--- config.mk ---
export PLATFORM = sky130hd
export DESIGN_NAME = alu
export DESIGN_NICKNAME = d
export VERILOG_FILES = /design/src/logic/cpuPkg.sv /design/src/logic/alu.sv
export VERILOG_INCLUDE_DIRS = /design/src /design/src/logic
export SDC_FILE = /design/constraint.sdc
export NUM_CORES = 1
export LEC_CHECK = 0
export BUFFER_PORTS_ARGS = -buffer_cell sky130_fd_sc_hd__clkbuf_2
export CAP_MARGIN = 20
export CORE_MARGIN = 1
export CORE_UTILIZATION = 50
export DETAILED_ROUTE_END_ITERATION = 6
export PLACE_DENSITY = 0.71
export SYNTH_ARGS = -nofsm -noshare
export SYNTH_HDL_FRONTEND = slang
export SYNTH_SLANG_ARGS = --single-unit
export TNS_END_PERCENT = 50
--- constraint.sdc ---
create_clock -name vclk -period 18.7
set_input_delay 4.675 -clock vclk [all_inputs]
set_output_delay 4.675 -clock vclk [all_outputs]
set_load 0.02 [all_outputs]
--- src/logic/cpu_macros.svh ---
/*
 * Build-time sizes for the pipelined core and its shared memory.
 * Include wherever memory depth, register count or the halt encoding is needed.
 */
`ifndef CPU_MACROS_SVH
`define CPU_MACROS_SVH

// Words in the unified instruction/data memory
`define CPU_MEM_WORDS 1024

// Architectural registers
`define CPU_NUM_REGS 32

// Opcode that stops the core once it retires
`define CPU_HALT_OP 6'b111111

`endif

--- src/logic/cpuPkg.sv ---
/*
 * Types shared by the core, the memory arbiter and the testbench.
 * Modules import it inside their bodies and use scoped names on ports.
 */
`include "cpu_macros.svh"

package cpuPkg;

	typedef logic [31:0] word_t;
	typedef logic [$clog2(`CPU_NUM_REGS)-1:0] regIdx_t;

	// Primary opcode field, inst[31:26]
	typedef enum logic [5:0] {
		OP_RTYPE = 6'b000000,
		OP_BEQ   = 6'b000100,
		OP_BNE   = 6'b000101,
		OP_BGTZ  = 6'b000111,
		OP_ADDI  = 6'b001000,
		OP_LW    = 6'b100011,
		OP_SW    = 6'b101011,
		OP_HALT  = `CPU_HALT_OP
	} opcode_t;

	// Standard MIPS function codes, inst[5:0] of R-type
	typedef enum logic [5:0] {
		FN_SLL  = 6'b000000,
		FN_ADD  = 6'b100000,
		FN_ADDU = 6'b100001,
		FN_SUB  = 6'b100010,
		FN_SUBU = 6'b100011,
		FN_AND  = 6'b100100,
		FN_OR   = 6'b100101,
		FN_SLT  = 6'b101010,
		FN_SLTU = 6'b101011
	} funct_t;

	// ALU control encoding
	// 3 is the signed compare and 7 the unsigned one
	typedef enum logic [2:0] {
		ALU_AND  = 3'd0,
		ALU_OR   = 3'd1,
		ALU_ADD  = 3'd2,
		ALU_SLT  = 3'd3,
		ALU_ADDU = 3'd4,
		ALU_SLL  = 3'd5,
		ALU_SUB  = 3'd6,
		ALU_SLTU = 3'd7
	} aluOp_t;

	// Owner of the shared memory port
	typedef enum logic [1:0] {
		GNT_NONE,
		GNT_DATA,
		GNT_FETCH,
		GNT_EXT
	} grant_t;

endpackage

--- src/logic/alu.sv ---
/*
 * Execute-stage ALU.
 * Covers the logic, add/sub, shift-left and set-less-than operations,
 * with a zero flag that the branch logic uses for beq and bne.
 */
`timescale 1ns/1ps

module alu (
	input  cpuPkg::aluOp_t  op,
	input  cpuPkg::word_t   a,
	input  cpuPkg::word_t   b,
	input  cpuPkg::regIdx_t shamt,
	output cpuPkg::word_t   result,
	output logic            zero
);
	import cpuPkg::*;

	always_comb begin
		case (op)
			ALU_AND:  result = a & b;
			ALU_OR:   result = a | b;
			// Carry and overflow are not kept
			ALU_ADD, ALU_ADDU: result = a + b;
			ALU_SUB:  result = a - b;
			// sll shifts rt, rs is unused
			ALU_SLL:  result = b << shamt;
			ALU_SLT:  result = {31'b0, $signed(a) < $signed(b)};
			ALU_SLTU: result = {31'b0, a < b};
			default:  result = '0;
		endcase
	end

	assign zero = (result == '0);

endmodule

==> results.txt <==
Post-Synth Simple-Gate Area - 0.224
Total Neg Setup Slack - 0 ns
Total area of sequential cells - 0 sq um
Vertical die dimension - 125 um
Global Route met3 Usage - 0.0528
Largest family of logic cells by synthesized area - compound AO/OA/AOI/OAI gates
Post-synthesis cell type with the largest combined area - ha_1
Overall routing resource usage - 0.415
Placed instance count - 1,322
Die Outline Area - 0.0156 sq mm
Delay-heaviest family, CP - compound AO/OA/AOI/OAI gates
Total setup buffers inserted after CTS - 0
Number of hold-slack violations in the final timing report - 0
Worst slew pin tran - 0.941 ns
# setup viols final - 0
Area growth from synthesis to layout - 6.53%
Multiplexer share of the synthesized area - 0.146
CP max stage delay - 0.77 ns
Remaining max-slew budget at the tightest pin - 0.371
Remaining DRCs - 14
Register area share after synthesis - 0
Post-Synth XOR/XNOR Area - 0.0162
Total number of placement rows - 44
Top post-synthesis cells by area - ha_1 16%, mux4_2 9.5%, a21oi_1 8.1%
Cell area after technology mapping - 0.00755 sq mm
Type of origin of the critical path - input pin
Synthesized-area fraction occupied by ao, oa, aoi and oai cells - 0.352
Wirelength, routed - 33,500 um
Number of clock buffers in the layout - 0
Max Fclk - 72.3 MHz
Number of max-cap violations - 0
Post-cts hold buffer count - 0
Die W - 125 um
Core Footprint - 0.0146 sq mm
DRT antenna net count - 0
Wirelength per Cell - 25.3 um
Largest vdd supply drop - 25.2 uV
Ratio of cells with drive above 1 in the final layout - 0.155
Min-delay worst type - input pin to primary output
Synthesis warning total - 0
Most utilized layer in the global route result - met2
Seq_cells - 0
Fillcell total - 1,514
Most used cells in the layout excluding fill and tap cells - 122 x a21oi_1, 107 x nor2_1, 105 x clkbuf_2
Post-Synth Adder-Cell Area - 0.166
GR Layer Usage met2 - 0.691
HPWL after DPL - 26,500 um
Synthesized net count - 1,273
List of cells traversed by the critical path - clkbuf_2, ha_1, inv_1, fa_1, nand2b_1, a2111oi_2, o211ai_1, and2_1, o21ai_0, mux2i_1, o32ai_1, o2111ai_1, nor4_2, nand4_1, nor4_2, clkbuf_2
Detailed-router iteration count before antenna repair - 7
Count of input and output buffers - 105
Unique masters post-synth - 87
Resized cells post-CTS - 0
Element type at the critical path end - primary output
Result of the run - finished with violations
Initial DRC Count - 1,234
Worst Path Arrival - 9.16 ns
Initial core utilization - 0.515
Wire length of the first global-routing pass - 50,700 um
Leading cell type in the layout, fill and taps excluded - a21oi_1
Vias - 9,371
Final critical-path share of the clock period - 0.740
Setup repair after global routing missed its margin - no
Met1 global-route usage - 0.528
Number of I/O pins - 105
Pwr/cell area - 35.0 mW/mm^2
Number of diodes - 0
Violated checks - DRC
Initial antenna violation count - 0
Average footprint of a synthesized cell - 6.85 sq um
Cell with the largest stage delay on the worst path - o32ai_1
Weighted congestion at the end of routability-driven global placement - 1.03
Time the final worst path needs with I/O delays and setup - 13.84 ns
Biggest fanout along the worst timing path - 9
Pleak - 3.54 nW
Detailed-route vias per instance - 7.09
Cell Count, Final, Fillers Out - 1,322
Critical Setup Path Class - input pin to primary output
CP required - 14.03 ns
Final count of pins violating max slew - 0
Number of nets in the final layout - 1,311
Total buffers and inverters traversed by the critical path - 3
Post-synth top area share - 0.161
Via count of the first global-routing pass - 8,630
Maximum number of pins on one net before global-route repair - 55
Global route total overflow - 0
Synthesized netlist cell count - 1,102
Fraction of the core area covered by cells at the end of the flow - 0.549
synthesized netlist by cell type, types with 18 or more instances:
cell type,number
mux4_2,32
nor4_1,18
nand2_1,84
mux2i_1,25
a31oi_1,18
nor2_1,108
nand3_1,25
o21ai_0,59
inv_1,98
ha_1,97
nor3_1,27
clkbuf_1,49
a21oi_1,122
kinds of logic after synthesis:
kind of cell,count (synthesis)
compound gates,397
simple gates,346
buf+inv,179
fa+ha+maj,99
mux,67
xor+xnor,14
tightest hold or removal path, stage by stage:
cell	delay [ns]
clkbuf_2	0.10
ha_1	0.17
o21a_1	0.17
clkbuf_2	0.18
routing by layer:
metal	routed length, um	share of wire	vias to the layer above
li1	-	-	4229
met1	13200	0.39	4371
met2	15100	0.45	640
met3	3160	0.094	131
met4	2030	0.061	0
met5	0	0	-
area by class of cell:
class | instances | area, sq um | area share
tap | 184 | 230 | 0.0286
multi-input combinational | 923 | 6840 | 0.850
inverter | 101 | 379 | 0.0472
timing repair buffer | 114 | 593 | 0.0738
path summary, 6_finish.rpt:
check | start | end | slack [ns] | cells after the start
hold / removal | a[1] | result[1] | 9.97 | 4
setup / recovery | b[0] | zero | 4.86 | 16
power by group:
part / internal, mW / leakage (nW) / switching, mW
clock: 0 / 0 / 0
sequential: 0 / 0 / 0
combinational: 0.0968 / 3.54 / 0.185
metrics by stage:
stage / setup slack, ns / instance area, sq um / power [mW] / hold WS, ns
6_report: 4.86 / 8040 / 0.282 / 9.97
5_1_grt: 4.83 / 8040 / 0.299 / 9.99
4_1_cts: 5.07 / 8040 / 0.273 / 9.97
3_5_place_dp: 5.10 / 8040 / 0.272 / 9.96
3_3_place_gp: 5.18 / 8040 / 0.273 / 9.96
2_1_floorplan: 5.80 / 7550 / 0.186 / 9.72
Note: power is estimated with default switching activity, not from simulation.
