<file path="config.mk">
export PLATFORM = sky130hd
export DESIGN_NAME = memArbiter
export DESIGN_NICKNAME = d
export VERILOG_FILES = /design/src/logic/cpuPkg.sv /design/src/logic/memArbiter.sv
export VERILOG_INCLUDE_DIRS = /design/src /design/src/logic
export SDC_FILE = /design/constraint.sdc
export NUM_CORES = 1
export LEC_CHECK = 0
export ABC_CLOCK_PERIOD_IN_PS = 2600
export BUFFER_PORTS_ARGS = -buffer_cell sky130_fd_sc_hd__buf_2
export CORE_AREA = 2 2 142 144
export DETAILED_ROUTE_END_ITERATION = 10
export DIE_AREA = 0 0 144 146
export SLEW_MARGIN = 20
export SYNTH_ARGS = -nofsm -noshare
export SYNTH_HDL_FRONTEND = slang
export SYNTH_SLANG_ARGS = --single-unit
</file>
<file path="constraint.sdc">
create_clock -name clk -period 2.6 [get_ports clk]
set_input_delay 0.26 -clock clk [delete_from_list [all_inputs] [get_ports clk]]
set_output_delay 0.26 -clock clk [all_outputs]
set_load 0.02 [all_outputs]
</file>
<file path="src/logic/cpu_macros.svh">
/*
 * Build-time sizes for the pipelined core and its shared memory.
 * Include wherever memory depth, register count or the halt encoding is needed.
 */
`ifndef CPU_MACROS_SVH
`define CPU_MACROS_SVH

// Words in the unified instruction/data memory
`define CPU_MEM_WORDS 1024

// Architectural registers
`define CPU_NUM_REGS 32

// Opcode that stops the core once it retires
`define CPU_HALT_OP 6'b111111

`endif

</file>
<file path="src/logic/cpuPkg.sv">
/*
 * Types shared by the core, the memory arbiter and the testbench.
 * Modules import it inside their bodies and use scoped names on ports.
 */
`include "cpu_macros.svh"

package cpuPkg;

	typedef logic [31:0] word_t;
	typedef logic [$clog2(`CPU_NUM_REGS)-1:0] regIdx_t;

	// Primary opcode field, inst[31:26]
	typedef enum logic [5:0] {
		OP_RTYPE = 6'b000000,
		OP_BEQ   = 6'b000100,
		OP_BNE   = 6'b000101,
		OP_BGTZ  = 6'b000111,
		OP_ADDI  = 6'b001000,
		OP_LW    = 6'b100011,
		OP_SW    = 6'b101011,
		OP_HALT  = `CPU_HALT_OP
	} opcode_t;

	// Standard MIPS function codes, inst[5:0] of R-type
	typedef enum logic [5:0] {
		FN_SLL  = 6'b000000,
		FN_ADD  = 6'b100000,
		FN_ADDU = 6'b100001,
		FN_SUB  = 6'b100010,
		FN_SUBU = 6'b100011,
		FN_AND  = 6'b100100,
		FN_OR   = 6'b100101,
		FN_SLT  = 6'b101010,
		FN_SLTU = 6'b101011
	} funct_t;

	// ALU control encoding
	// 3 is the signed compare and 7 the unsigned one
	typedef enum logic [2:0] {
		ALU_AND  = 3'd0,
		ALU_OR   = 3'd1,
		ALU_ADD  = 3'd2,
		ALU_SLT  = 3'd3,
		ALU_ADDU = 3'd4,
		ALU_SLL  = 3'd5,
		ALU_SUB  = 3'd6,
		ALU_SLTU = 3'd7
	} aluOp_t;

	// Owner of the shared memory port
	typedef enum logic [1:0] {
		GNT_NONE,
		GNT_DATA,
		GNT_FETCH,
		GNT_EXT
	} grant_t;

endpackage

</file>
<file path="src/logic/memArbiter.sv">
/*
 * Fixed-priority arbiter in front of the single-port memory.
 * Data port beats fetch, fetch beats the external port. Each port is
 * valid/ready; read data comes back one cycle later with a one-cycle rvalid.
 */
`timescale 1ns/1ps

module memArbiter (
	input  logic          clk,
	input  logic          rst,
	input  logic          dReqValid,
	input  logic          dReqWrite,
	input  logic          fReqValid,
	input  logic          extValid,
	input  logic          extWrite,
	input  cpuPkg::word_t dReqAddr,
	input  cpuPkg::word_t dReqWData,
	input  cpuPkg::word_t fReqAddr,
	input  cpuPkg::word_t extAddr,
	input  cpuPkg::word_t extWData,
	input  cpuPkg::word_t memRData,
	output logic          dReqReady,
	output logic          dReqRValid,
	output logic          fReqReady,
	output logic          fReqRValid,
	output logic          extReady,
	output logic          extRValid,
	output logic          memEn,
	output logic          memWrite,
	output cpuPkg::word_t dReqRData,
	output cpuPkg::word_t fReqRData,
	output cpuPkg::word_t extRData,
	output cpuPkg::word_t memAddr,
	output cpuPkg::word_t memWData
);
	import cpuPkg::*;

	grant_t grant;
	grant_t readOwner;

	always_comb begin
		if (dReqValid) begin
			grant = GNT_DATA;
		end else if (fReqValid) begin
			grant = GNT_FETCH;
		end else if (extValid) begin
			grant = GNT_EXT;
		end else begin
			grant = GNT_NONE;
		end
	end

	// A port is ready whenever no higher-priority port is asking
	assign dReqReady = 1'b1;
	assign fReqReady = !dReqValid;
	assign extReady  = !dReqValid && !fReqValid;

	always_comb begin
		memEn    = (grant != GNT_NONE);
		memWrite = 1'b0;
		memAddr  = '0;
		memWData = '0;
		case (grant)
			GNT_DATA: begin
				memWrite = dReqWrite;
				memAddr  = dReqAddr;
				memWData = dReqWData;
			end
			// Fetch only reads
			GNT_FETCH: memAddr = fReqAddr;
			GNT_EXT: begin
				memWrite = extWrite;
				memAddr  = extAddr;
				memWData = extWData;
			end
			default: ;
		endcase
	end

	// Remember who issued the read so the returning word goes back to it
	always_ff @(posedge clk) begin
		if (rst) begin
			readOwner <= GNT_NONE;
		end else if (memEn && !memWrite) begin
			readOwner <= grant;
		end else begin
			readOwner <= GNT_NONE;
		end
	end

	assign dReqRValid = (readOwner == GNT_DATA);
	assign fReqRValid = (readOwner == GNT_FETCH);
	assign extRValid  = (readOwner == GNT_EXT);

	assign dReqRData = dReqRValid ? memRData : '0;
	assign fReqRData = fReqRValid ? memRData : '0;
	assign extRData  = extRValid ? memRData : '0;

endmodule

</file>
==> metrics.txt <==
n_diodes=0; Biggest register=readOwner; hold violation count in the final report=0; pre-CTS setup slack=0.6646 ns; Yosys reg bits=2; relative slew slack=45.42%; first-pass GRT wire length=18.58 mm; most numerous cell in the Yosys netlist=and2_1; Fmax achieved=465.1 MHz; CTS Buffer Depth=2; Max Cap Viol=0; maximum vdd drop=0.1338 mV; total global routing overflow=0; Layout Cells excl Fill=948; CTS root buffer=clkbuf_16; setup TNS=0 ns; Core Rows=51; H-tree depth=1; vias in the first global route=3424; Crit Path Max Fanout=34; Vias=3699; Worst Hold End=readOwner[0]$_SDFF_PP0_; total clock sinks=2; worst min-delay path class=input port to flop; num ports=367; Num CTS Buffers=3; PwrDens=225.9 nW/um^2; Slew Viols, Final=0; total power=0.9503 mW; synthesized area=2101 sq um; Tcrit/Tclk final=82.69%; hold_sp=rst; Vias per Instance=3.902; Post-synth EDFFs=0; Slew @ Worst Pin=0.8187 ns; max FFs per register=2; Initial Utilization=10.87%; GRT Total Usage=11.11%; syn nets=547; placed cells=945; Clock transition at path regs=0.03 ns; DRT Wirelength=12.96 mm; DRT antenna net count=0; WHS Path Cells=2; routability cong.=0.7761; leakage=2.527 nW; final setup fails=0; number of port buffers=365; status=finished, final reports clean; CP Class=flop to output port; Seq/Total Area, Yosys=1.906%; nature of the critical path endpoint=output port; ys flop type=dfxtp_1; Netlist cell types=21; area leader, netlist=and2_1; area grow syn2layout=100.2%; DIE AREA=21020 sq um; biggest regs=readOwner (2); initial antenna violation count=0; setup bufs post-CTS=0; # resized after CTS=0; CTS tree=yes; Die Y-Extent=146 um; Tmin final=2.150 ns; worst endpoint data arrival time=1.89 ns; detailed placement HPWL=11.18 mm; share of the synthesized area in the top cell type=19.36%; largest net degree at the start of global routing=67; CP Launch Type=flop; setup ws final=0.4500 ns; Core Box Area=19330 sq um; 1st-pass router iterations=4; hold_buf cts=0; Final #Nets=884; DRT iter0 DRCs=142; Cells after Synth=348; Avg Cell Area, Syn=6.037 sq um; Synth top cells by count=and2_1, nand2b_1, a21oi_1, nand2_1; Area contributors post-synth=and2_1, a2bb2oi_1, nand3b_1; synth warn=0; Residual DRC=0; CP required=2.34 ns; share of layout cells above drive strength 1=55.05%; WL/cell=13.67 um; RSZ-0062 raised after global routing=false; die width=144 um; Synth async-reset ratio=0%
where the power goes:
| part | internal (mW) | switching [mW] |
|---|---|---|
| clock network | 0.195 | 0.0331 |
| registers | 0.0325 | 0.000726 |
| logic | 0.293 | 0.395 |
| total | 0.521 | 0.429 |
routing by layer:
layer	part of all wire (%)	vias up	global-route usage, %
met2	50	186	21.07
met4	0.20	0	1.029
met1	43	1643	13.70
li1	-	1868	-
met5	0	-	0
met3	7.1	2	1.349
area by class of cell:
class / count / area (sq um)
fill: 2212 / 15130
inverter: 1 / 3.754
timing repair buffer: 373 / 1899
tap: 265 / 331.6
clock buffer: 3 / 75.07
multi-input combinational: 304 / 1857
sequential: 2 / 40.04
metrics by stage:
stage | instance area (sq um) | utilization [%] | hold slack [ns]
after floorplan | 2101 | - | 0.3291
after global placement | 4131 | 21.37 | 0.4830
after detailed placement | 4131 | 21.37 | 0.4771
after CTS | 4207 | 21.76 | 0.2500
after global routing | 4207 | 21.76 | 0.2647
final | 4207 | 21.76 | 0.2423
cell usage in the layout, fill, tap and decap left out, drive strengths merged:
cell     Yosys  routed
or4b         1       1
nand2       33      33
o21ai       33      33
inv          1       1
a2bb2oi     32      32
nand3b      32      32
and2        65      65
nor2         2       2
buf         19     373
and2b        2       2
clkbuf      22       3
and3        32      32
o21a         1       1
nand2b      35      35
nor2b        1       1
dfxtp        2       2
conb         1       1
or3          1       1
a21oi       33      33
critical path, stage by stage, from the launching register on:
cell and delay [ns]:
dfxtp_1 0.31, buf_4 0.25, and2b_1 0.70, and2_1 0.23
buf_2 0.16
cells by family after synthesis:
family	synth area share, %
other cells	0.1785
buf+inv	9.708
simple gates	58.79
compound gates	29.42
flops	1.906
worst max-delay path by stage:
stage,end,cells after the start,startpoint
after floorplan,memWData[10],4,extValid
after global placement,memWData[13],5,extValid
after detailed placement,fReqRData[6],4,readOwner[1]$_SDFF_PP0_
after CTS,fReqRData[6],4,readOwner[1]$_SDFF_PP0_
after global routing,fReqRData[6],4,readOwner[1]$_SDFF_PP0_
final,fReqRData[6],4,readOwner[1]$_SDFF_PP0_
(Power assumes the default switching activity.)
