**src/logic/cpu_macros.svh**
```systemverilog
/*
 * Build-time sizes for the pipelined core and its shared memory.
 * Include wherever memory depth, register count or the halt encoding is needed.
 */
`ifndef CPU_MACROS_SVH
`define CPU_MACROS_SVH

// Words in the unified instruction/data memory
`define CPU_MEM_WORDS 1024

// Architectural registers
`define CPU_NUM_REGS 32

// Opcode that stops the core once it retires
`define CPU_HALT_OP 6'b111111

`endif

```
**src/logic/cpuPkg.sv**
```systemverilog
/*
 * Types shared by the core, the memory arbiter and the testbench.
 * Modules import it inside their bodies and use scoped names on ports.
 */
`include "cpu_macros.svh"

package cpuPkg;

	typedef logic [31:0] word_t;
	typedef logic [$clog2(`CPU_NUM_REGS)-1:0] regIdx_t;

	// Primary opcode field, inst[31:26]
	typedef enum logic [5:0] {
		OP_RTYPE = 6'b000000,
		OP_BEQ   = 6'b000100,
		OP_BNE   = 6'b000101,
		OP_BGTZ  = 6'b000111,
		OP_ADDI  = 6'b001000,
		OP_LW    = 6'b100011,
		OP_SW    = 6'b101011,
		OP_HALT  = `CPU_HALT_OP
	} opcode_t;

	// Standard MIPS function codes, inst[5:0] of R-type
	typedef enum logic [5:0] {
		FN_SLL  = 6'b000000,
		FN_ADD  = 6'b100000,
		FN_ADDU = 6'b100001,
		FN_SUB  = 6'b100010,
		FN_SUBU = 6'b100011,
		FN_AND  = 6'b100100,
		FN_OR   = 6'b100101,
		FN_SLT  = 6'b101010,
		FN_SLTU = 6'b101011
	} funct_t;

	// ALU control encoding
	// 3 is the signed compare and 7 the unsigned one
	typedef enum logic [2:0] {
		ALU_AND  = 3'd0,
		ALU_OR   = 3'd1,
		ALU_ADD  = 3'd2,
		ALU_SLT  = 3'd3,
		ALU_ADDU = 3'd4,
		ALU_SLL  = 3'd5,
		ALU_SUB  = 3'd6,
		ALU_SLTU = 3'd7
	} aluOp_t;

	// Owner of the shared memory port
	typedef enum logic [1:0] {
		GNT_NONE,
		GNT_DATA,
		GNT_FETCH,
		GNT_EXT
	} grant_t;

endpackage

```
**src/logic/regFile.sv**
```systemverilog
/*
 * General purpose register file, two combinational reads and one write.
 * A write-back in progress is forwarded to the read ports in the same cycle.
 */
`timescale 1ns/1ps
`include "cpu_macros.svh"

module regFile (
	input  logic            clk,
	input  logic            rst,
	input  logic            wrEn,
	input  cpuPkg::regIdx_t wrIdx,
	input  cpuPkg::regIdx_t rdIdxA,
	input  cpuPkg::regIdx_t rdIdxB,
	input  cpuPkg::word_t   wrData,
	output cpuPkg::word_t   rdDataA,
	output cpuPkg::word_t   rdDataB
);
	import cpuPkg::*;

	word_t regs [`CPU_NUM_REGS];

	always_ff @(posedge clk) begin
		if (rst) begin
			for (int i = 0; i < `CPU_NUM_REGS; i++) begin
				regs[i] <= '0;
			end
		end else if (wrEn && wrIdx != '0) begin
			regs[wrIdx] <= wrData;
		end
	end

	always_comb begin
		rdDataA = regs[rdIdxA];
		rdDataB = regs[rdIdxB];
		// Write-through
		if (wrEn && wrIdx == rdIdxA) begin
			rdDataA = wrData;
		end
		if (wrEn && wrIdx == rdIdxB) begin
			rdDataB = wrData;
		end
		// r0 is hardwired
		if (rdIdxA == '0) begin
			rdDataA = '0;
		end
		if (rdIdxB == '0) begin
			rdDataB = '0;
		end
	end

endmodule

```
**config.mk**
```make
export PLATFORM = sky130hd
export DESIGN_NAME = regFile
export DESIGN_NICKNAME = d
export VERILOG_FILES = /design/src/logic/cpuPkg.sv /design/src/logic/regFile.sv
export VERILOG_INCLUDE_DIRS = /design/src /design/src/logic
export SDC_FILE = /design/constraint.sdc
export NUM_CORES = 2
export LEC_CHECK = 0
export ABC_AREA = 1
export ABC_CLOCK_PERIOD_IN_PS = 2500
export BUFFER_PORTS_ARGS = -buffer_cell sky130_fd_sc_hd__buf_2
export CAP_MARGIN = 40
export CORE_ASPECT_RATIO = 0.5
export CORE_UTILIZATION = 40
export DETAILED_ROUTE_END_ITERATION = 8
export PLACE_DENSITY = 0.61
export SLEW_MARGIN = 30
export SYNTH_ARGS = -nofsm -noshare
export SYNTH_HDL_FRONTEND = slang
export SYNTH_SLANG_ARGS = --single-unit
```
**constraint.sdc**
```tcl
create_clock -name clk -period 2.5 [get_ports clk]
set_input_delay 0.375 -clock clk [delete_from_list [all_inputs] [get_ports clk]]
set_output_delay 0.375 -clock clk [all_outputs]
set_load 0.005 [all_outputs]
```
==> flow_metrics.tcl <==
set metrics [dict create \
    worst_pin_slew_ns 0.866 \
    synth_common_cells "nand2_1, nor2_1, nand3_1" \
    ys.warnings.count 0 \
    cts_tree "built" \
    combinationalPowerShare_pct 17.9 \
    io_buffers 113 \
    worstPathRequired_ns 2.12 \
    whs_path_depth 3 \
    regMostFlops "regs" \
    crit_family "buffers and inverters" \
    p_switching_mw 12.8 \
    yosys.area_share.adder_pct 0 \
    synthCells 7428 \
    cts_root_buf "clkbuf_16" \
    fin_crit_sh_pct 102 \
    multiInputGateArea_mm2 0.0259 \
    layout-drive-gt1-share_pct 20.4 \
    grt_pass1_vias 49400 \
    core_mm2 0.143 \
    holdBufCountCts 0 \
    yosysSeqAreaShare_pct 53.0 \
    clk_pin_slew_ns 0.06 \
    max_slew_margin_pct 42.1 \
    start_kind "primary input" \
    clockBufferDepth 3 \
    nets 7616 \
    routed_wl_mm 238 \
    setup_slack_ns -0.0546 \
    ff_latch_area_mm2 0.0307 \
    cts.sinks 1024 \
    hold_end "regs[21][21]$_SDFFCE_PN0P_" \
    drc 0 \
    gr-total-overflow 0 \
    p_leak_nw 30.3 \
    dr_total_vias 55600 \
    grt_max_degree 88 \
    fmax_ghz 0.391 \
    placed_cells 9341 \
    cts_buffers 103 \
    synth_edf_count 1024 \
    drt_iter0_drc 8978 \
    pre_cts_ws_ns -0.131 \
    syn_area_mm2 0.0580 \
    synth_top_cell_by_area "edfxtp_1" \
    rows 98 \
    first_pass_iters 7 \
    rsz0062_at_grt "true" \
    netlist.area_leader.share_pct 53.0 \
    setup-violations-final 15 \
    placed_cell_area_mm2 0.0644 \
    cpPeakStageDelay_ns 0.26 \
    antenna_found_initial 4 \
    initial_core_util_pct 40.5 \
    hpwl_mm 147 \
    synth_top_family_by_area "simple AND/OR/NAND/NOR gates" \
    yosysUniqueCellTypes 21 \
    vdd_drop_max_mv 0.524 \
    syn_to_final_growth_pct 23.8 \
    grt_usage_pct 31.0 \
    fin_cells 9546 \
    path_max_fanout 54 \
    synth.ff_latch_count 1024 \
    cp_cell_sequence "buf_12 -> buf_16 -> buf_4 -> nor2_1 -> nor2_1 -> nand2_1 -> nand3_1 -> nand3_2 -> nand3_2 -> buf_6 -> nand2_1 -> a21oi_1 -> buf_2" \
    synth_area_leaders "edfxtp_1, nand2_1, nand3_1, nor2_1, inv_1" \
    drv_slew 0 \
    layout_min_cycle_time_ns 2.55 \
    fin_setup_tns_ns -0.274 \
    clkPwrFrac_pct 36.2 \
    die_h_um 271 \
    vias_per_cell 5.82 \
    design_area_mm2 0.0718 \
    htreeDepth 3 \
    largest_register_ffs 1024 \
    intPower_mw 31.3 \
    reg_top3 "regs (1024)" \
    crit_type "in2out" \
    ant_nets 0 \
    hp-class "in2reg" \
    synth_top_flop_cell "edfxtp_1" \
    nFillCells 13200 \
    swShare_pct 28.9 \
    synth_compound_area_share_pct 8.17 \
    synthMuxAreaShare_pct 0 \
    synth_xor_area_share_pct 0.0302 \
    cap_violations 0 \
    io_pins 114 \
    crit_arrival_ns 2.18 \
    die_w_um 540 \
    die_area_mm2 0.147 \
    p_per_area_mw_per_mm2 614 \
    synth_area_per_cell_um2 7.81 \
    worstSetupEndpointType "output port" \
    grt_pass1_wl_mm 334 \
    status "complete, but fails checks" \
    sequentialPowerShare_pct 45.9 \
    path_buf_inv 5 \
    violations "setup timing" \
    synth-simple-area-share_pct 30.3 \
    crit_slowest_cell "buf_16" \
    wire_per_inst_um 24.9 \
    hold_viol 0 \
    synth_most_common_cell "nand2_1" \
    ys_async_sr_fraction_pct 0 \
    hp-start "wrData[21]" \
    gp_congestion 0.957 \
]
-- per-layer routing --
layer	up-vias	GRT usage, %	share of wire [%]
met5	-	0	0
met4	0	10.5	3.5
met3	509	10.5	16
met2	3849	43.8	41
met1	26600	44.1	39
li1	24700	-	-
-- power groups by stage --
stage / logic (mW) / registers [mW] / clock network, mW
finish: 7.89 / 20.2 / 16.0
global route: 8.32 / 20.3 / 16.6
CTS: 7.02 / 20.2 / 16.0
detailed placement: 6.62 / 20.5 / 0
global placement: 6.59 / 20.5 / 0
floorplan: 3.53 / 20.5 / 0
-- cell usage in the layout, fill, tap and decap left out, drive strengths merged, types with 48 or more instances in the layout --
cell type	instances
o21ai	387
edfxtp	1024
inv	636
clkinv	48
nand3	1067
a21oi	267
nor2	1343
or2	55
nand2	1799
buf	630
o211ai	191
clkbuf	129
-- cell type report --
| type | instances | area share [%] |
|---|---|---|
| diodes | 3 | 0.0105 |
| clock buffers | 119 | 3.76 |
| clock inverters | 63 | 0.847 |
| inverters | 635 | 3.38 |
| multi-input cells | 5160 | 36.1 |
| flip-flops and latches | 1024 | 42.8 |
| well taps | 1900 | 3.31 |
| repair buffers | 642 | 9.80 |
-- through the flow --
stage          power, mW  utilization, %  hold WS, ns
3_3_place_gp        27.1            45.0        0.920
3_5_place_dp        27.2            45.0        0.914
2_1_floorplan       24.0               -        0.614
6_report            44.1            50.1        0.192
4_1_cts             43.2            48.4        0.153
5_1_grt             45.2            50.1        0.184
-- cells by family (layout without fill, tap and decap cells) --
family	count (synthesis)	after routing
other cells	1	35
xor+xnor	2	2
simple gates	4276	4276
flops	1024	1024
compound gates	850	850
buf+inv	1275	1459
-- how the worst max path moves through the flow --
stage                                           from                         to  slack [ns]  depth (start not counted)
after CTS                 regs[24][16]$_SDFFCE_PN0P_                rdDataB[16]       -0.04                         10
after global placement                          wrEn  regs[2][23]$_SDFFCE_PN0P_       -0.26                          8
after floorplan                             wrIdx[2]  regs[10][0]$_SDFFCE_PN0P_       -0.13                          8
after detailed placement                   rdIdxA[1]                rdDataA[26]       -0.13                         10
final                                      rdIdxB[0]                rdDataB[19]       -0.05                         13
after global routing      regs[24][16]$_SDFFCE_PN0P_                rdDataB[16]       -0.12                         10
-- repair_timing --
action                     4_1_cts  5_1_grt
pin swaps                      135      324
setup buffers                    3        9
setup endpoints to repair       64       64
cloned                           2       10
gates resized for setup        388      612
(Power assumes the default switching activity.)
