===== src/logic/cpu_macros.svh =====
/*
 * Build-time sizes for the pipelined core and its shared memory.
 * Include wherever memory depth, register count or the halt encoding is needed.
 */
`ifndef CPU_MACROS_SVH
`define CPU_MACROS_SVH

// Words in the unified instruction/data memory
`define CPU_MEM_WORDS 1024

// Architectural registers
`define CPU_NUM_REGS 32

// Opcode that stops the core once it retires
`define CPU_HALT_OP 6'b111111

`endif


===== src/logic/cpuPkg.sv =====
/*
 * Types shared by the core, the memory arbiter and the testbench.
 * Modules import it inside their bodies and use scoped names on ports.
 */
`include "cpu_macros.svh"

package cpuPkg;

	typedef logic [31:0] word_t;
	typedef logic [$clog2(`CPU_NUM_REGS)-1:0] regIdx_t;

	// Primary opcode field, inst[31:26]
	typedef enum logic [5:0] {
		OP_RTYPE = 6'b000000,
		OP_BEQ   = 6'b000100,
		OP_BNE   = 6'b000101,
		OP_BGTZ  = 6'b000111,
		OP_ADDI  = 6'b001000,
		OP_LW    = 6'b100011,
		OP_SW    = 6'b101011,
		OP_HALT  = `CPU_HALT_OP
	} opcode_t;

	// Standard MIPS function codes, inst[5:0] of R-type
	typedef enum logic [5:0] {
		FN_SLL  = 6'b000000,
		FN_ADD  = 6'b100000,
		FN_ADDU = 6'b100001,
		FN_SUB  = 6'b100010,
		FN_SUBU = 6'b100011,
		FN_AND  = 6'b100100,
		FN_OR   = 6'b100101,
		FN_SLT  = 6'b101010,
		FN_SLTU = 6'b101011
	} funct_t;

	// ALU control encoding
	// 3 is the signed compare and 7 the unsigned one
	typedef enum logic [2:0] {
		ALU_AND  = 3'd0,
		ALU_OR   = 3'd1,
		ALU_ADD  = 3'd2,
		ALU_SLT  = 3'd3,
		ALU_ADDU = 3'd4,
		ALU_SLL  = 3'd5,
		ALU_SUB  = 3'd6,
		ALU_SLTU = 3'd7
	} aluOp_t;

	// Owner of the shared memory port
	typedef enum logic [1:0] {
		GNT_NONE,
		GNT_DATA,
		GNT_FETCH,
		GNT_EXT
	} grant_t;

endpackage


===== src/logic/instDecoder.sv =====
/*
 * Instruction decoder for the pipeline's decode stage.
 * Turns one instruction word into an ALU operation and the control flags
 * that travel with it down the pipeline. Unknown encodings act as no-ops.
 */
`timescale 1ns/1ps

module instDecoder (
	input  cpuPkg::word_t  inst,
	output cpuPkg::aluOp_t aluOp,
	output logic           regWr,
	output logic           regDst,
	output logic           aluSrc,
	output logic           extSigned,
	output logic           memWr,
	output logic           memToReg,
	output logic           isBeq,
	output logic           isBne,
	output logic           isBgtz,
	output logic           isHalt,
	output logic           usesRt
);
	import cpuPkg::*;

	always_comb begin
		aluOp     = ALU_ADD;
		regWr     = 1'b0;
		regDst    = 1'b0;
		aluSrc    = 1'b0;
		extSigned = 1'b0;
		memWr     = 1'b0;
		memToReg  = 1'b0;
		isBeq     = 1'b0;
		isBne     = 1'b0;
		isBgtz    = 1'b0;
		isHalt    = 1'b0;
		usesRt    = 1'b0;

		case (opcode_t'(inst[31:26]))
			OP_RTYPE: begin
				regWr  = 1'b1;
				regDst = 1'b1;
				usesRt = 1'b1;
				case (funct_t'(inst[5:0]))
					FN_ADD:  aluOp = ALU_ADD;
					FN_ADDU: aluOp = ALU_ADDU;
					// No trap on overflow, so both subtracts are the same
					FN_SUB, FN_SUBU: aluOp = ALU_SUB;
					FN_AND:  aluOp = ALU_AND;
					FN_OR:   aluOp = ALU_OR;
					FN_SLL:  aluOp = ALU_SLL;
					FN_SLT:  aluOp = ALU_SLT;
					FN_SLTU: aluOp = ALU_SLTU;
					default: begin
						regWr  = 1'b0;
						regDst = 1'b0;
						usesRt = 1'b0;
					end
				endcase
			end
			OP_ADDI: begin
				regWr     = 1'b1;
				aluSrc    = 1'b1;
				extSigned = 1'b1;
			end
			OP_LW: begin
				regWr     = 1'b1;
				aluSrc    = 1'b1;
				extSigned = 1'b1;
				memToReg  = 1'b1;
			end
			OP_SW: begin
				memWr     = 1'b1;
				aluSrc    = 1'b1;
				extSigned = 1'b1;
				usesRt    = 1'b1;
			end
			// Branches compare by subtraction
			// The offset is always signed
			OP_BEQ: begin
				aluOp     = ALU_SUB;
				extSigned = 1'b1;
				isBeq     = 1'b1;
				usesRt    = 1'b1;
			end
			OP_BNE: begin
				aluOp     = ALU_SUB;
				extSigned = 1'b1;
				isBne     = 1'b1;
				usesRt    = 1'b1;
			end
			OP_BGTZ: begin
				aluOp     = ALU_SUB;
				extSigned = 1'b1;
				isBgtz    = 1'b1;
			end
			OP_HALT: isHalt = 1'b1;
			default: ;
		endcase
	end

endmodule


===== config.mk =====
export PLATFORM = sky130hd
export DESIGN_NAME = instDecoder
export DESIGN_NICKNAME = d
export VERILOG_FILES = /design/src/logic/cpuPkg.sv /design/src/logic/instDecoder.sv
export VERILOG_INCLUDE_DIRS = /design/src /design/src/logic
export SDC_FILE = /design/constraint.sdc
export NUM_CORES = 1
export LEC_CHECK = 0
export BUFFER_PORTS_ARGS = -buffer_cell sky130_fd_sc_hd__buf_2
export CAP_MARGIN = 0
export CORE_AREA = 8 8 45 47
export DETAILED_ROUTE_END_ITERATION = 8
export DIE_AREA = 0 0 53 55
export PLACE_DENSITY = 0.64
export SETUP_SLACK_MARGIN = 0.3
export SYNTH_ARGS = -nofsm -noshare
export SYNTH_HDL_FRONTEND = slang
export SYNTH_SLANG_ARGS = --single-unit

===== constraint.sdc =====
create_clock -name vclk -period 1.9
set_clock_uncertainty 0.05 [all_clocks]
set_input_delay 0 -clock vclk [all_inputs]
set_output_delay 0 -clock vclk [all_outputs]
set_load 0.05 [all_outputs]

==> metrics, run 1 <==
status=complete, no violations; CLK BUF=0; element type at the critical path end=output port; ant diodes=0; crit path DAT=1.34 ns; slowest stage delay, CP=0.30 ns; Yosys top cell area share=0.110; Pwr Density=~180 nW/um2; share of cells above drive strength 1=0.395; IO Port Bufs=26; crit share post-route=0.729; Final setup viols=0; DP Wirelength=937 um; pin count of the biggest net entering global routing=12; commonest non-fill, non-tap cell in the layout=buf_2; drt first pass iters=2; Leak=~0.00022 uW; leading cell types in the layout, fill and taps excluded=26 x buf_2, 10 x nand2_1, 8 x nor2_1, 5 x a21oi_1, 4 x nor3_1; Slew headroom=0.776; Top delay family on crit path=simple AND/OR/NAND/NOR gates; Psw=between 50 and 60 uW; RSZ-0062 raised after global routing=no; GRT overflow=0; fmax=just over 700 MHz; crit path kind=input pin to output port; number of DRC markers in iteration 0=3; first-pass GRT wire length=between 1500 and 2000 um; design area=between 400 and 500 um2; Rows=14; DR vias=about 500; Max Cap Viol=0; CTS resizes=0; Mean Syn Cell Area=a little under 6 um2; CP most frequent cell=buf_2; top cells by area, synth=nand2_1 11%, nor2_1 8.8%, a21oi_1 7.4%; Clock power frac=0; DIE HEIGHT=55 um; Final GP Congestion=approximately 0.78; Min Hold Slack=around 0.36 ns; crit path max fanout=10; Slew @ Worst Pin=around 0.33 ns; Vias/cell=slightly above 5; Worst EP required=approximately 1.9 ns; Gate Count Post-Synth=~60; setup_tns=0 ns; combinational fraction of design power=1.000; global-route usage over all layers=0.0725; # Post-CTS Setup Buffers=0; internal power=28.8 uW; DIE WIDTH=about 53 um; critical path, cell by cell=buf_2, nor4_2, nand2_1, or2_0, o32ai_2, buf_2; Core Util, Final=0.346; Seq Cell Count=0; Max Slew Vio Count=0; initial core utilization=0.246; HP Class=input pin to output port; CP startpoint=inst[26]; CP Buf/Inv Count=2; WL per Instance=11.4 um; final WL=between 1000 and 1500 um; hold-fix buffer count after cts=0; Reg area=0 um2; Layout area overhead=40.8%; Synth area leader=nand2_1; Fin. Hold Viols=0; synth warn=0; dpl ws=0.494 ns; initial antenna violation count=0; worst vdd rail ir drop=between 90 and 100 uV; vias in the first global route=roughly 440; fillers=between 150 and 200; Placed Area=between 400 and 500 um2; Core ar.=1380 um2; nets=approximately 120; cell count along the critical path=6; synthesized net count=~90; sw frac=0.663; die area=2920 um2; Cell Area, Synth=around 340 um2; Antenna Nets Post-Route=0; proportion of power drawn by flip-flops and latches=0; critical path endpoint=aluOp[2]; Cell variety after synth=29; final worst setup slack=about 0.51 ns; slowest CP cell=buf_2; drt drc=0; io pins=46; post-synthesis sequential area ratio=0; Critical Path Source Type=input pin; fin crit period=1.39 ns
## power by group through the flow
| stage | registers [uW] | logic [uW] | clock network, uW |
|---|---|---|---|
| floorplan | 0 | 58.4 | 0 |
| global placement | 0 | 84.2 | 0 |
| detailed placement | 0 | 85.3 | 0 |
| CTS | 0 | 85.6 | 0 |
| global route | 0 | 94.0 | 0 |
| finish | 0 | 85.4 | 0 |
## through the flow
step / total power [uW] / std cells
floorplan: 58.4 / 59
finish: 85.4 / 97
global placement: 84.2 / 97
global route: 94.0 / 97
detailed placement: 85.3 / 97
CTS: 85.6 / 97
## synthesized netlist by cell type (all sizes together)
cell and instances:
o21ai 2, clkbuf 2, nor3b 2, and3 1, nand3b 1, nand2 10, nor4 3, and2b 1
or3 1, a21boi 1, o22a 1, inv 2, maj3 1, nand3 1, buf 2, nor2 8
o22ai 2, a21oi 5, or3b 1, nand4 1, nor3 5, o32ai 1, o21a 1, or2 2
o21bai 1, a31oi 1
## metal layers
layer | GRT usage | wire [um]
met2 | 0.131 | 476
met3 | 0.0107 | 82
met5 | 0 | 0
met1 | 0.0935 | 543
met4 | 0 | 0
## cell type report
cell class / instances / area [um2] / share of cell area
Inverter: 2 / 7.51 / 0.0157
Timing Repair Buffer: 26 / 130 / 0.272
Multi-Input combinational cell: 53 / 322 / 0.671
Tap cell: 16 / 20.0 / 0.0418
## kinds of logic after synthesis
kind of cell,after synthesis,share of synthesized area
AO/OA/AOI/OAI,15,0.276
adder cells (fa/ha/maj),1,0.0294
buffers and inverters,6,0.110
AND/OR/NAND/NOR,37,0.585
## how the worst min path moves through the flow
stage	startpoint	to	slack (ns)	depth (start not counted)
after global placement	inst[30]	extSigned	0.36	3
after global routing	inst[30]	extSigned	0.38	3
final	inst[30]	extSigned	0.36	3
after detailed placement	inst[30]	extSigned	0.36	3
after CTS	inst[30]	extSigned	0.36	3
after floorplan	inst[30]	memToReg	0.05	1
Power figures use the tool's default switching activity.
==> inputs of run 2 (changes only) <==
- ABC_AREA: not set -> 1
- PLACE_DENSITY: 0.64 -> 0.66
- clock period: 1.9 -> 1.3 ns (I/O delays scaled with it)
==> run 2 against run 1 <==
  * Critical endpoint is now usesRt
  * Combinational power increased by 69%
  * Highest routed layer unchanged
  * Die area stayed put
  * Hold slack worse by 0.085 ns
  * Sequential share of layout area unchanged
  * Design area increased by 31%
  * Worst setup slack worse by 0.21 ns
  * Area after synthesis is 4.4% higher
  * Clock-buffer cell count stayed put
  * Utilization grew 11 points
  * Critical path depth is 2 higher
==> metrics, run 2 <==
status=complete, no violations; Mean Syn Cell Area=approximately 5.0 um2; worst vdd rail ir drop=~120 uV; CP Buf/Inv Count=3; Placed Area=529 um2; CLK BUF=0; IO Port Bufs=26; HP Class=input pin to output port; element type at the critical path end=output port; Antenna Nets Post-Route=0; crit path kind=input pin to output port; Fin. Hold Viols=0; Synth area leader=nand2_1; fmax=about 1000 MHz; synthesized net count=roughly 100; final WL=~1200 um; number of DRC markers in iteration 0=5; Yosys top cell area share=0.180; Leak=~0.00039 uW; design area=approximately 630 um2; Top delay family on crit path=simple AND/OR/NAND/NOR gates; Psw=92.0 uW; top cells by area, synth=nand2_1 18%, nand3_1 14%, inv_1 14%; fin crit period=a little under 1 ns; global-route usage over all layers=0.0720; pin count of the biggest net entering global routing=7; Vias/cell=around 4.6; ant diodes=0; Rows=14; vias in the first global route=~510; nets=roughly 130; combinational fraction of design power=1.000; Cell Area, Synth=approximately 360 um2; internal power=between 50 and 60 uW; Gate Count Post-Synth=71; crit share post-route=0.764; met1 track demand over resource=0.0817; slowest CP cell=o21bai_4; Max Cap Viol=0; top post-synthesis cells by count=17 x nand2_1, 13 x inv_1, 11 x nor2_1; RSZ-0062 raised after global routing=yes; DIE HEIGHT=roughly 55 um; GRT met2 Usage=0.137; sw frac=0.641; gr busiest metal=met2; DP Wirelength=998 um; Seq Cell Count=0; Critical Path Source Type=input pin; WL per Instance=10.4 um; Reg area=0 um2; count leader, synth=nand2_1; Clock power frac=0; Pwr Density=roughly 230 nW/um2; setup_tns=0 ns; crit path DAT=roughly 0.94 ns; Slew @ Worst Pin=0.293 ns; share of cells above drive strength 1=0.505; io pins=46; DIE WIDTH=about 53 um; Core ar.=between 1000 and 1500 um2; Worst EP required=between 1 and 1.5 ns; Slew headroom=0.803; first-pass GRT wire length=1780 um; critical path, cell by cell=buf_8, inv_4, nand2_4, nor3_4, nand2_2, o21bai_4, nand2_2, buf_8; initial core utilization=0.257; Min Hold Slack=~0.28 ns; Final setup viols=0; Max Slew Vio Count=0; hold-fix buffer count after cts=0; slowest stage delay, CP=~0.20 ns; DR vias=about 520; synth warn=0; proportion of power drawn by flip-flops and latches=0; drt first pass iters=4; die area=slightly below 3000 um2; Cell variety after synth=17; post-synthesis sequential area ratio=0; crit path max fanout=4; GRT overflow=0; initial antenna violation count=0; GRT met3 Usage=0.0214; leading cell types in the layout, fill and taps excluded=15 x nand2_1, 15 x buf_2, 12 x inv_1, 9 x nor2_1, 9 x nand3_1; Final GP Congestion=~0.73; drt drc=0; Layout area overhead=76.4%; fillers=between 100 and 150
-- run 2: metrics by stage --
step / setup WS (ns) / std cells / total power (uW) / utilization
after floorplan: 0.137 / 71 / 77.6 / -
after detailed placement: 0.267 / 113 / 124 / 0.382
after global placement: 0.279 / 113 / 123 / 0.382
after CTS: 0.311 / 113 / 127 / 0.392
final: 0.307 / 113 / 144 / 0.453
after global routing: 0.263 / 113 / 154 / 0.453
-- run 2: path summary, 6_finish.rpt --
check / start / depth (start not counted) / slack (ns) / end
max: inst[31] / 8 / 0.31 / usesRt
min: inst[30] / 3 / 0.28 / memWr
-- run 2: repair_timing --
| action | 4_1_cts | 5_1_grt |
|---|---|---|
| pin swaps | 0 | 3 |
| gates resized for setup | 5 | 29 |
| endpoints found under the setup margin | 5 | 10 |
| setup buffers | 0 | 0 |
-- run 2: cell families after synthesis --
kind of cell	Yosys count	share of synthesized area
AO/OA/AOI/OAI	5	0.109
AND/OR/NAND/NOR	50	0.722
buffers and inverters	16	0.169
-- run 2: per-layer routing --
layer / share of wire / wire (um)
met3: 0.11 / 123
met5: 0 / 0
met2: 0.49 / 568
met4: 0 / 0
met1: 0.41 / 478
-- run 2: power by group through the flow --
stage | clock (uW) | combinational, uW | sequential [uW]
after floorplan | 0 | 77.6 | 0
after detailed placement | 0 | 124 | 0
after global routing | 0 | 154 | 0
after CTS | 0 | 127 | 0
after global placement | 0 | 123 | 0
final | 0 | 144 | 0
-- run 2: final cells by class --
type	count	area, um2	area share
inverter	16	65.1	0.104
multi-input combinational	55	335	0.535
tap	16	20.0	0.0319
timing repair buffer	26	206	0.329
==> inputs of run 3 (changes only) <==
- ABC_AREA: 1 -> 0
- PLACE_DENSITY: 0.66 -> 0.67
- clock period: 1.3 -> 0.8 ns (I/O delays scaled with it)
==> run 3 against run 2 <==
  * The flow now finishes with violations (setup timing)
  * Non-clock buffer count grew 20
  * First-iteration DRC count is the same
  * Flip-flop and latch count is the same
  * Final cell count grew 3.5%
  * Largest cell class unchanged
  * Utilization grew 29 points
  * Worst setup slack lost 0.75 ns
  * Die area is the same
==> metrics, run 3 (same netlist as run 1, synthesis figures left out) <==
status=finished with violations; IO Port Bufs=26; failing checks=setup timing; first-pass GRT wire length=between 2000 and 3000 um; element type at the critical path end=output port; Max Slew Vio Count=0; Slew headroom=0.773; GRT met2 Usage=0.250; Fin. Hold Viols=0; GRT met3 Usage=0.0134; Max Cap Viol=0; fmax=around 800 MHz; commonest non-fill, non-tap cell in the layout=buf_6; Core ar.=around 1400 um2; drt first pass iters=2; met1 track demand over resource=0.118; nets=135; Final GP Congestion=~0.75; Antenna Nets Post-Route=0; Reg area=0 um2; critical path, cell by cell=buf_12, or3b_4, or2_4, nor3b_4, buf_6; slowest stage delay, CP=about 0.40 ns; ant diodes=0; leading cell types in the layout, fill and taps excluded=21 x buf_6, 12 x buf_4, 7 x buf_2, 6 x nand2_1, 5 x buf_8; crit path DAT=~1.2 ns; CP startpoint=inst[29]; dpl ws=-0.562 ns; Vias/cell=5.13; crit path kind=input pin to output port; final WL=about 1700 um; Final setup viols=14; WL per Instance=14.4 um; worst vdd rail ir drop=247 uV; Leak=0.000395 uW; RSZ-0062 raised after global routing=yes; crit path max fanout=5; Placed Area=796 um2; gr busiest metal=met2; initial antenna violation count=0; Critical Path Source Type=input pin; vias in the first global route=629; io pins=46; final worst setup slack=-0.440 ns; CP Buf/Inv Count=2; crit share post-route=1.55; Layout area overhead=204%; Slew @ Worst Pin=0.337 ns; DIE HEIGHT=between 50 and 60 um; Power, Total=434 uW; CLK BUF=0; initial core utilization=0.246; Top delay family on crit path=simple AND/OR/NAND/NOR gates; die area=slightly below 3000 um2; share of cells above drive strength 1=0.772; DP Wirelength=between 1000 and 1500 um; hold-fix buffer count after cts=0; fin crit period=approximately 1.2 ns; Rows=14; critical path endpoint=isBne; Core Util, Final=0.747; cell count along the critical path=5; DR vias=600; global-route usage over all layers=0.117; design area=~1000 um2; Worst EP required=around 0.75 ns; slowest CP cell=or3b_4; DIE WIDTH=approximately 53 um; pin count of the biggest net entering global routing=11; HP Class=input pin to output port; number of DRC markers in iteration 0=5; Seq Cell Count=0; drt drc=0; GRT overflow=0; Pwr Density=~420 nW/um2
==> run 3: how the worst min path moves through the flow <==
stage	startpoint	end	cells past startpoint
after global placement	inst[4]	aluOp[1]	4
after detailed placement	inst[4]	aluOp[1]	4
after floorplan	inst[30]	extSigned	1
after CTS	inst[29]	aluSrc	4
after global routing	inst[29]	memToReg	4
final	inst[29]	memToReg	4
==> run 3: timing repair <==
action                                  4_1_cts  5_1_grt
endpoints found under the hold margin         0        0
gates resized for setup                      49       12
setup buffers                                 1        0
pin swaps                                    13        9
cloned                                        0        0
endpoints found under the setup margin       14       14
==> run 3: power by group <==
group | switching (uW) | internal, uW | total (uW)
clock | 0 | 0 | 0
combinational | 228 | 206 | 434
sequential | 0 | 0 | 0
total | 228 | 206 | 434
==> run 3: layout make-up <==
cell class / instances / area [um2]
multi-input cells: 53 / 549
repair buffers: 46 / 457
fillers: 103 / 350
well taps: 16 / 20.0
inverters: 2 / 7.51
==> run 3: tightest hold or removal path, stage by stage <==
cell and delay (ns):
buf_12 0.09, buf_8 0.10, nor4_4 0.04, buf_6 0.14
==> run 3: through the flow <==
stage               hold WS (ns)  std cells  setup TNS [ns]
detailed placement         0.409        116           -5.22
finish                     0.327        117           -3.61
CTS                        0.331        117           -3.55
floorplan                0.00212         59           -3.40
global route               0.343        117           -4.28
global placement           0.401        116           -5.09
==> run 3: layer usage <==
metal / wire [um] / vias to the layer above
li1: - / 304
met1: 645 / 281
met2: 969 / 15
met3: 75 / 0
met4: 0 / 0
met5: 0 / -
